<file path="src/include/uart_defines.svh">
/*
 * Build constants for the UART block: system clock frequency,
 * serial bit rate, oversample ratio and FIFO depth
 */

`ifndef UART_DEFINES_SVH
`define UART_DEFINES_SVH

// System clock in Hz
`define UART_CLK_FREQ 32_000_000

// Serial bit rate in bits per second
`define UART_BAUD_RATE 1_000_000

// Baud ticks per serial bit, the receiver samples mid-bit at tick 8
`define UART_OVERSAMPLE 16

// Entries held by each of the transmit and receive FIFOs
`define UART_FIFO_DEPTH 4

`endif
</file>
<file path="src/rtl/uart_pkg.sv">
/*
 * Types shared across the UART block: data byte,
 * receive FIFO entry and host status levels
 */

`default_nettype none

package uart_pkg;

  // One byte on the serial line
  typedef logic [7:0] uart_byte_t;

  // Receive FIFO payload, the byte plus its stop-bit check
  typedef struct packed {
    logic       frame_err;
    uart_byte_t data;
  } rx_entry_t;

  // Host-visible status levels
  typedef struct packed {
    logic tx_full;
    logic tx_busy;
    logic rx_valid;
    logic rx_overrun;
  } uart_status_t;

endpackage

`default_nettype wire

</file>
<file path="src/rtl/sim_top.sv">
/*
 * sim_top: simulation top level joining the UART block
 * to the host ports and the serial pins of the virtual device
 */

`timescale 1ns/1ps
`default_nettype none

module sim_top (
  input  logic                   clk_i,
  input  logic                   rst_i,
  // Host side
  input  logic                   tx_wr_i,
  input  uart_pkg::uart_byte_t   tx_data_i,
  input  logic                   rx_rd_i,
  output uart_pkg::rx_entry_t    rx_entry_o,
  output uart_pkg::uart_status_t status_o,
  // Serial pins, far end is the virtual UART
  input  logic                   uart_rx_i,
  output logic                   uart_tx_o
);

  // System UART, pins wired straight through with no added latency
  uart_system u_uart_system (
    .clk_i      (clk_i),
    .rst_i      (rst_i),
    .tx_wr_i    (tx_wr_i),
    .tx_data_i  (tx_data_i),
    .rx_rd_i    (rx_rd_i),
    .rxd_i      (uart_rx_i),
    .rx_entry_o (rx_entry_o),
    .status_o   (status_o),
    .txd_o      (uart_tx_o)
  );

endmodule

`default_nettype wire

</file>
<file path="src/rtl/uart_system.sv">
/*
 * uart_system: baud generator, transmit and receive FIFOs,
 * transmitter, receiver and the sticky overrun flag
 */

`timescale 1ns/1ps
`default_nettype none

`include "uart_defines.svh"

module uart_system (
  input  logic                   clk_i,
  input  logic                   rst_i,
  input  logic                   tx_wr_i,
  input  uart_pkg::uart_byte_t   tx_data_i,
  input  logic                   rx_rd_i,
  input  logic                   rxd_i,
  output uart_pkg::rx_entry_t    rx_entry_o,
  output uart_pkg::uart_status_t status_o,
  output logic                   txd_o
);

  logic                 tick;
  uart_pkg::uart_byte_t tx_head;
  logic                 tx_empty;
  logic                 tx_full;
  logic                 tx_pop;
  logic                 tx_busy;
  logic                 rx_push;
  uart_pkg::rx_entry_t  rx_entry;
  logic                 rx_empty;
  logic                 rx_full;
  logic                 rx_overrun_q;

  uart_baud_gen u_baud_gen (
    .clk_i  (clk_i),
    .rst_i  (rst_i),
    .tick_o (tick)
  );

  uart_fifo #(
    .entry_t (uart_pkg::uart_byte_t),
    .DEPTH   (`UART_FIFO_DEPTH)
  ) u_tx_fifo (
    .clk_i   (clk_i),
    .rst_i   (rst_i),
    .push_i  (tx_wr_i),
    .data_i  (tx_data_i),
    .pop_i   (tx_pop),
    .data_o  (tx_head),
    .empty_o (tx_empty),
    .full_o  (tx_full)
  );

  uart_tx u_tx (
    .clk_i   (clk_i),
    .rst_i   (rst_i),
    .tick_i  (tick),
    .start_i (!tx_empty),
    .data_i  (tx_head),
    .pop_o   (tx_pop),
    .busy_o  (tx_busy),
    .txd_o   (txd_o)
  );

  uart_rx u_rx (
    .clk_i   (clk_i),
    .rst_i   (rst_i),
    .tick_i  (tick),
    .rxd_i   (rxd_i),
    .push_o  (rx_push),
    .entry_o (rx_entry)
  );

  uart_fifo #(
    .entry_t (uart_pkg::rx_entry_t),
    .DEPTH   (`UART_FIFO_DEPTH)
  ) u_rx_fifo (
    .clk_i   (clk_i),
    .rst_i   (rst_i),
    .push_i  (rx_push),
    .data_i  (rx_entry),
    .pop_i   (rx_rd_i),
    .data_o  (rx_entry_o),
    .empty_o (rx_empty),
    .full_o  (rx_full)
  );

  // A byte arriving at a full receive FIFO is lost, flag stays until reset
  always_ff @(posedge clk_i) begin
    if (rst_i) begin
      rx_overrun_q <= 1'b0;
    end else if (rx_push && rx_full) begin
      rx_overrun_q <= 1'b1;
    end
  end

  always_comb begin
    status_o.tx_full    = tx_full;
    status_o.tx_busy    = tx_busy || !tx_empty;
    status_o.rx_valid   = !rx_empty;
    status_o.rx_overrun = rx_overrun_q;
  end

endmodule

`default_nettype wire

</file>
<file path="src/rtl/uart_rx.sv">
/*
 * uart_rx: 8N1 deserializer with a two-flop line synchronizer,
 * mid-bit sampling and stop-bit frame check
 */

`timescale 1ns/1ps
`default_nettype none

module uart_rx (
  input  logic                clk_i,
  input  logic                rst_i,
  input  logic                tick_i,
  input  logic                rxd_i,
  output logic                push_o,
  output uart_pkg::rx_entry_t entry_o
);

  typedef enum logic [1:0] {
    rx_idle,
    rx_start,
    rx_data,
    rx_stop
  } rx_state_e;

  rx_state_e            state_q;
  logic [1:0]           sync_q;
  logic                 rxd_prev_q;
  logic                 rxd_s;
  logic [3:0]           os_cnt_q;
  logic [2:0]           bit_idx_q;
  uart_pkg::uart_byte_t shift_q;
  logic                 push_q;
  uart_pkg::rx_entry_t  entry_q;

  assign rxd_s   = sync_q[1];
  assign push_o  = push_q;
  assign entry_o = entry_q;

  always_ff @(posedge clk_i) begin
    if (rst_i) begin
      sync_q     <= 2'b11;
      rxd_prev_q <= 1'b1;
      state_q    <= rx_idle;
      os_cnt_q   <= '0;
      bit_idx_q  <= '0;
      push_q     <= 1'b0;
    end else begin
      sync_q     <= {sync_q[0], rxd_i};
      rxd_prev_q <= rxd_s;
      push_q     <= 1'b0;
      case (state_q)
        rx_idle: begin
          os_cnt_q <= '0;
          // Falling edge marks a possible start bit
          if (rxd_prev_q && !rxd_s) state_q <= rx_start;
        end
        rx_start: begin
          if (tick_i) begin
            if (os_cnt_q == 4'd7) begin
              // Middle of the start bit, high again means a glitch
              os_cnt_q  <= '0;
              bit_idx_q <= '0;
              state_q   <= rxd_s ? rx_idle : rx_data;
            end else begin
              os_cnt_q <= os_cnt_q + 4'd1;
            end
          end
        end
        rx_data: begin
          if (tick_i) begin
            os_cnt_q <= os_cnt_q + 4'd1;
            if (os_cnt_q == 4'd15) begin
              bit_idx_q <= bit_idx_q + 3'd1;
              if (bit_idx_q == 3'd7) state_q <= rx_stop;
            end
          end
        end
        default: begin
          if (tick_i) begin
            os_cnt_q <= os_cnt_q + 4'd1;
            if (os_cnt_q == 4'd15) begin
              push_q  <= 1'b1;
              state_q <= rx_idle;
            end
          end
        end
      endcase
    end
  end

  // Payload path, sampled at mid-bit
  always_ff @(posedge clk_i) begin
    if (tick_i && os_cnt_q == 4'd15) begin
      if (state_q == rx_data) begin
        shift_q <= {rxd_s, shift_q[7:1]};
      end
      if (state_q == rx_stop) begin
        entry_q.data      <= shift_q;
        entry_q.frame_err <= !rxd_s;
      end
    end
  end

endmodule

`default_nettype wire

</file>
<file path="src/rtl/uart_tx.sv">
/*
 * uart_tx: 8N1 serializer, start bit, data LSB first, stop bit,
 * each held for 16 oversample ticks
 */

`timescale 1ns/1ps
`default_nettype none

module uart_tx (
  input  logic                 clk_i,
  input  logic                 rst_i,
  input  logic                 tick_i,
  input  logic                 start_i,
  input  uart_pkg::uart_byte_t data_i,
  output logic                 pop_o,
  output logic                 busy_o,
  output logic                 txd_o
);

  typedef enum logic [1:0] {
    tx_idle,
    tx_start,
    tx_data,
    tx_stop
  } tx_state_e;

  tx_state_e            state_q;
  logic [3:0]           os_cnt_q;
  logic [2:0]           bit_idx_q;
  uart_pkg::uart_byte_t shift_q;
  logic                 bit_end;

  // Last tick of the current bit
  assign bit_end = tick_i && (os_cnt_q == 4'd15);

  // Frames only begin on a tick so every bit lasts exactly 16 ticks
  assign pop_o = start_i &&
                 ((state_q == tx_idle && tick_i) || (state_q == tx_stop && bit_end));

  assign busy_o = (state_q != tx_idle);

  always_comb begin
    case (state_q)
      tx_start: txd_o = 1'b0;
      tx_data:  txd_o = shift_q[0];
      default:  txd_o = 1'b1;
    endcase
  end

  always_ff @(posedge clk_i) begin
    if (rst_i) begin
      state_q   <= tx_idle;
      os_cnt_q  <= '0;
      bit_idx_q <= '0;
    end else begin
      // Counter wraps to zero at the end of each bit
      if (tick_i && state_q != tx_idle) os_cnt_q <= os_cnt_q + 4'd1;
      case (state_q)
        tx_idle: begin
          if (pop_o) state_q <= tx_start;
        end
        tx_start: begin
          if (bit_end) begin
            state_q   <= tx_data;
            bit_idx_q <= '0;
          end
        end
        tx_data: begin
          if (bit_end) begin
            bit_idx_q <= bit_idx_q + 3'd1;
            if (bit_idx_q == 3'd7) state_q <= tx_stop;
          end
        end
        default: begin
          // Queued byte follows straight on, no idle bits
          if (bit_end) state_q <= pop_o ? tx_start : tx_idle;
        end
      endcase
    end
  end

  always_ff @(posedge clk_i) begin
    if (pop_o) begin
      shift_q <= data_i;
    end else if (state_q == tx_data && bit_end) begin
      shift_q <= {1'b0, shift_q[7:1]};
    end
  end

endmodule

`default_nettype wire

</file>
<file path="src/rtl/uart_baud_gen.sv">
/*
 * uart_baud_gen: divider producing a one-cycle tick
 * at the oversampled baud rate
 */

`timescale 1ns/1ps
`default_nettype none

`include "uart_defines.svh"

module uart_baud_gen (
  input  logic clk_i,
  input  logic rst_i,
  output logic tick_o
);

  // Clock cycles per oversample tick
  localparam int baud_div = `UART_CLK_FREQ / (`UART_BAUD_RATE * `UART_OVERSAMPLE);
  localparam int cnt_w    = (baud_div > 1) ? $clog2(baud_div) : 1;

  logic [cnt_w-1:0] cnt_q;

  // Counts down and reloads, ticking once per reload
  always_ff @(posedge clk_i) begin
    if (rst_i) begin
      cnt_q  <= '0;
      tick_o <= 1'b0;
    end else if (cnt_q == '0) begin
      cnt_q  <= cnt_w'(baud_div - 1);
      tick_o <= 1'b1;
    end else begin
      cnt_q  <= cnt_q - cnt_w'(1);
      tick_o <= 1'b0;
    end
  end

endmodule

`default_nettype wire

</file>
<file path="src/rtl/uart_fifo.sv">
/*
 * uart_fifo: synchronous circular-buffer FIFO with a type
 * parameter for the payload, head entry shown on data_o
 */

`timescale 1ns/1ps
`default_nettype none

module uart_fifo #(
  parameter type entry_t = logic [7:0],
  parameter int  DEPTH   = 4
) (
  input  logic   clk_i,
  input  logic   rst_i,
  input  logic   push_i,
  input  entry_t data_i,
  input  logic   pop_i,
  output entry_t data_o,
  output logic   empty_o,
  output logic   full_o
);

  localparam int ptr_w = (DEPTH > 1) ? $clog2(DEPTH) : 1;
  localparam int cnt_w = $clog2(DEPTH + 1);

  entry_t           mem_q [DEPTH];
  logic [ptr_w-1:0] wr_ptr_q;
  logic [ptr_w-1:0] rd_ptr_q;
  logic [cnt_w-1:0] count_q;
  logic             do_push;
  logic             do_pop;

  // Pointers wrap at DEPTH, which need not be a power of two
  function automatic logic [ptr_w-1:0] next_ptr(input logic [ptr_w-1:0] ptr);
    if (ptr == ptr_w'(DEPTH - 1)) begin
      return '0;
    end
    return ptr + ptr_w'(1);
  endfunction

  // Push while full and pop while empty are dropped
  assign do_push = push_i && !full_o;
  assign do_pop  = pop_i && !empty_o;

  assign empty_o = (count_q == '0);
  assign full_o  = (count_q == cnt_w'(DEPTH));
  assign data_o  = mem_q[rd_ptr_q];

  always_ff @(posedge clk_i) begin
    if (do_push) begin
      mem_q[wr_ptr_q] <= data_i;
    end
  end

  always_ff @(posedge clk_i) begin
    if (rst_i) begin
      wr_ptr_q <= '0;
      rd_ptr_q <= '0;
      count_q  <= '0;
    end else begin
      if (do_push) wr_ptr_q <= next_ptr(wr_ptr_q);
      if (do_pop)  rd_ptr_q <= next_ptr(rd_ptr_q);
      case ({do_push, do_pop})
        2'b10:   count_q <= count_q + cnt_w'(1);
        2'b01:   count_q <= count_q - cnt_w'(1);
        default: count_q <= count_q;
      endcase
    end
  end

endmodule

`default_nettype wire

</file>
<file path="config.mk">
export PLATFORM = sky130hd
export DESIGN_NAME = sim_top
export DESIGN_NICKNAME = d
export VERILOG_FILES = /design/src/rtl/uart_pkg.sv /design/src/rtl/sim_top.sv /design/src/rtl/uart_system.sv /design/src/rtl/uart_rx.sv /design/src/rtl/uart_tx.sv /design/src/rtl/uart_baud_gen.sv /design/src/rtl/uart_fifo.sv
export VERILOG_INCLUDE_DIRS = /design/src /design/src/include
export SDC_FILE = /design/constraint.sdc
export NUM_CORES = 1
export LEC_CHECK = 0
export BUFFER_PORTS_ARGS = -buffer_cell sky130_fd_sc_hd__buf_2
export CORE_AREA = 2 2 154 156
export DETAILED_ROUTE_END_ITERATION = 7
export DIE_AREA = 0 0 156 158
export PLACE_DENSITY = 0.35
export SYNTH_ARGS = -nofsm -noshare
export SYNTH_HDL_FRONTEND = slang
export SYNTH_HIERARCHICAL = 1
export SYNTH_SLANG_ARGS = --single-unit
</file>
<file path="constraint.sdc">
create_clock -name clk_i -period 3.2 [get_ports clk_i]
set_input_delay 0.32 -clock clk_i [delete_from_list [all_inputs] [get_ports clk_i]]
set_output_delay 0.32 -clock clk_i [all_outputs]
set_load 0.02 [all_outputs]
</file>
==> results.md <==
- Worst Path Class, Setup: flip-flop to flip-flop
- Post-DR vias/cell: 4.29
- Number of max-slew violations in the final report: 0
- Fin crit period: 2.63 ns
- CTS root buf: sky130_fd_sc_hd__clkbuf_16
- First-pass GRT wire length: 17.3 mm
- # port buffers: 26
- Worst-case clock skew: 0.00658 ns
- Total gr overflow: 0
- DIE HEIGHT: 158 um
- FFs w/ async S/R, synth: 0%
- Worst skew pair latency: 0.41 ns
- Hold Buf Count CTS: 0
- Clock Pin Slew Worst Setup and Hold Paths: 0.06 ns
- Endpoint arrival time on the critical path: 2.96 ns
- Sum of net half-perimeters after detailed placement: 6.89 mm
- Critical Path Source Type: flip-flop
- Worst Setup Slack, final: 0.568 ns
- Fraction of layout cells with a size suffix above 1: 25.5%
- Worst slack after detailed placement: 0.560 ns
- Required @ worst endpoint: 3.53 ns
- Yosys warns: 6
- Sum Neg Setup Slack: 0 ns
- Final-report setup violation count: 0
- Slew Limit Headroom: 39.1%
- Sequential fraction of the synthesis area: 63.8%
- Post_cts resized: 0
- Period utilisation layout: 82.3%
- Cell count after synthesis: 386
- Area share of the leading cell type in the synthesized netlist: 49.1%
- Setup repair after global routing missed its margin: false
- Maximum number of pins on one net before global-route repair: 42
- Setup crit end kind: flip-flop
- Total setup buffers inserted after CTS: 0
- Number of nets produced by synthesis: 427
- TritonCTS clock tree: built
- Type of the tightest min-delay check: input pin to flip-flop
- Result of the run: complete, no violations
- Buffers from clock root to sink, at most: 2
- EDFF count, synth: 93
- Average size of a mapped cell: 14.7 sq um
- Clock buffers created by TritonCTS: 17
- Synthesized flop and latch total: 135
- Max-cap violations: 0
- Worst-path cell chain: ha_1 -> and3_4 -> nand2_4 -> a21oi_4 -> o31ai_1 -> inv_1 -> ha_1 -> inv_1 -> fa_1 -> xor2_1 -> or3_2 -> a21oi_1
- Boundary Pins: 27
- Global placement routability congestion: 0.710
- Maximum fanout count along the critical path: 5
- Global Route Usage Sum: 9.28%
- Number of detailed-routing iterations run before antenna repair: 4
- Detailed-route DRC error count: 0
- Count of antenna-violating nets left after detailed routing: 0
- Iteration-0 DRC Markers: 133
- Pint: 3.40 mW
- Pwr per Cell Area: 656 nW/um^2
- Number of placement rows: 56
- CTS sink count: 135
- Total Routed Length: 10.4 mm
- Sw Ratio: 23.2%
- Cell taking the most area after synthesis: sky130_fd_sc_hd__edfxtp_1
- Sequential fraction of design power: 44.3%
- Die Width: 156 um
- Leading cell types in the layout, fill and taps excluded: sky130_fd_sc_hd__edfxtp_1 (93), sky130_fd_sc_hd__dfxtp_1 (42), sky130_fd_sc_hd__inv_1 (29)
- Initial standard-cell utilization of the core: 24.7%
- Area added between synthesis and finish: 18.5%
- Number of vias in the routed layout: 3100
- Maximum level of the CTS H-tree: 4
- Mapped cell area: 5690 sq um
- Fmax: 0.380 GHz
- Worst-path cell with the longest stage delay: sky130_fd_sc_hd__or3_2
- Top cells by area in the synthesized netlist: sky130_fd_sc_hd__edfxtp_1 (49%), sky130_fd_sc_hd__dfxtp_1 (15%), sky130_fd_sc_hd__mux4_2 (6.7%)
- Total die area: 24600 sq um
- Share of total power in combinational logic: 9.1%
- Most frequent standard cell in the layout excluding fill and tap cells: sky130_fd_sc_hd__edfxtp_1
- Crit Reg-Reg Startpoint: u_uart_system/u_tx/os_cnt_q[0]
- Prevailing post-synth register cell: sky130_fd_sc_hd__edfxtp_1
- Clk network pwr share: 46.6%
- Post-synth cell types: 55
- Initial antenna violation count: 0
- Final-stage net count: 459
- Vias in the first global route: 3294
- Floorplan Core Area: 23100 sq um
- Highest cell delay on the worst timing path: 0.41 ns
- CP Launch Point: u_uart_system/u_tx/os_cnt_q[0]
- HP Start: uart_rx_i
- Hold violation count in the final report: 0
- Routed length per placed instance: 14.4 um
- Switching pwr: 1.03 mW
- Worst Tran Pin Value: 0.913 ns
- Reported leakage power: 2.44 nW
- Peak supply drop: 0.308 mV
==> synth_stat cells, types with 4 or more instances <==
cell type,count
sky130_fd_sc_hd__a21oi_1,16
sky130_fd_sc_hd__and2_1,4
sky130_fd_sc_hd__and3_1,5
sky130_fd_sc_hd__and3_2,4
sky130_fd_sc_hd__buf_2,4
sky130_fd_sc_hd__clkbuf_1,4
sky130_fd_sc_hd__dfxtp_1,42
sky130_fd_sc_hd__edfxtp_1,93
sky130_fd_sc_hd__ha_1,26
sky130_fd_sc_hd__inv_1,29
sky130_fd_sc_hd__mux2_2,7
sky130_fd_sc_hd__mux2i_1,4
sky130_fd_sc_hd__mux4_2,17
sky130_fd_sc_hd__nand2_1,11
sky130_fd_sc_hd__nand2b_1,5
sky130_fd_sc_hd__nand3_1,9
sky130_fd_sc_hd__nand4_1,5
sky130_fd_sc_hd__nor2_1,21
sky130_fd_sc_hd__nor3_1,6
sky130_fd_sc_hd__o21ai_0,7
sky130_fd_sc_hd__or2_2,4
sky130_fd_sc_hd__xor2_1,8
==> per-layer routing <==
metal	up-vias	GRT usage, %	routed length, um
li1	1505	-	-
met1	1547	11.1	4750
met2	41	15.6	5140
met3	7	2.71	357
met4	0	4.19	138
met5	-	0	0
==> sequential cells by signal, indices dropped and copies added, names as in the netlist, 3 cells and up, named ones only <==
name and flops:
u_uart_system/u_tx/os_cnt_q 4, u_uart_system/u_rx/bit_idx_q 3, u_uart_system/u_rx/os_cnt_q 4, u_uart_system/u_rx/entry_o 9, u_uart_system/u_tx/bit_idx_q 3, u_uart_system/u_tx/shift_q 8, u_uart_system/u_tx_fifo/count_q 3, u_uart_system/u_rx_fifo/mem_q 36
u_uart_system/u_rx_fifo/count_q 3, u_uart_system/u_rx/shift_q 8, u_uart_system/u_tx_fifo/mem_q 32
==> path summary, 6_finish.rpt <==
| path | slack, ns | endpoint | depth (start not counted) |
|---|---|---|---|
| setup / recovery | 0.57 | u_uart_system/u_tx_fifo/count_q[2] | 12 |
| setup reg to reg | 0.57 | u_uart_system/u_tx_fifo/count_q[2] | 12 |
| hold reg to reg | 0.41 | u_uart_system/u_rx/sync_q[1] | 1 |
| hold / removal | 0.09 | u_uart_system/u_rx/sync_q[0] | 2 |
==> cell type report <==
type / count / area (sq um)
Multi-Input combinational cell: 207 / 1860
Fill cell: 2286 / 16300
Timing Repair Buffer: 28 / 145
Sequential cell: 135 / 3630
Inverter: 29 / 109
Antenna cell: 1 / 2.50
Tap cell: 290 / 363
Clock buffer: 18 / 429
Clock inverter: 14 / 199
==> power groups by stage <==
stage | logic (mW) | registers [mW] | clock network, mW
after global routing | 0.453 | 1.97 | 2.21
final | 0.403 | 1.96 | 2.06
after CTS | 0.412 | 1.96 | 2.13
after global placement | 0.414 | 2.00 | 0
after floorplan | 0.312 | 1.98 | 0
after detailed placement | 0.408 | 2.00 | 0
==> critical path: cells and delay by family (launching register included) <==
family                   cells  cell delay, ns
buffers and inverters        2            0.15
adder cells (fa/ha/maj)      3            0.73
AND/OR/NAND/NOR              3            0.71
XOR/XNOR                     1            0.16
AO/OA/AOI/OAI                3            0.44
flip-flops                   1            0.37
==> cells by family (layout without fill, tap and decap cells) <==
family / after synthesis / in the layout / synth area share [%]
compound gates: 48 / 48 / 6.77
xor+xnor: 9 / 9 / 1.38
fa+ha+maj: 28 / 28 / 6.42
buf+inv: 44 / 89 / 3.45
flops: 135 / 135 / 63.8
mux: 28 / 28 / 8.82
other cells: 0 / 1 / 0
simple gates: 94 / 94 / 9.32
==> metrics by stage <==
step | cell area, sq um | power, mW | instances | hold slack, ns | util (%)
2_1_floorplan | 5690 | 2.29 | 386 | 0.389 | -
3_3_place_gp | 6110 | 2.41 | 689 | 0.403 | 26.5
3_5_place_dp | 6110 | 2.41 | 689 | 0.409 | 26.5
4_1_cts | 6740 | 4.50 | 721 | 0.0692 | 29.2
5_1_grt | 6740 | 4.63 | 721 | 0.0721 | 29.2
6_report | 6740 | 4.42 | 722 | 0.0917 | 29.2
Note: power is estimated with default switching activity, not from simulation.
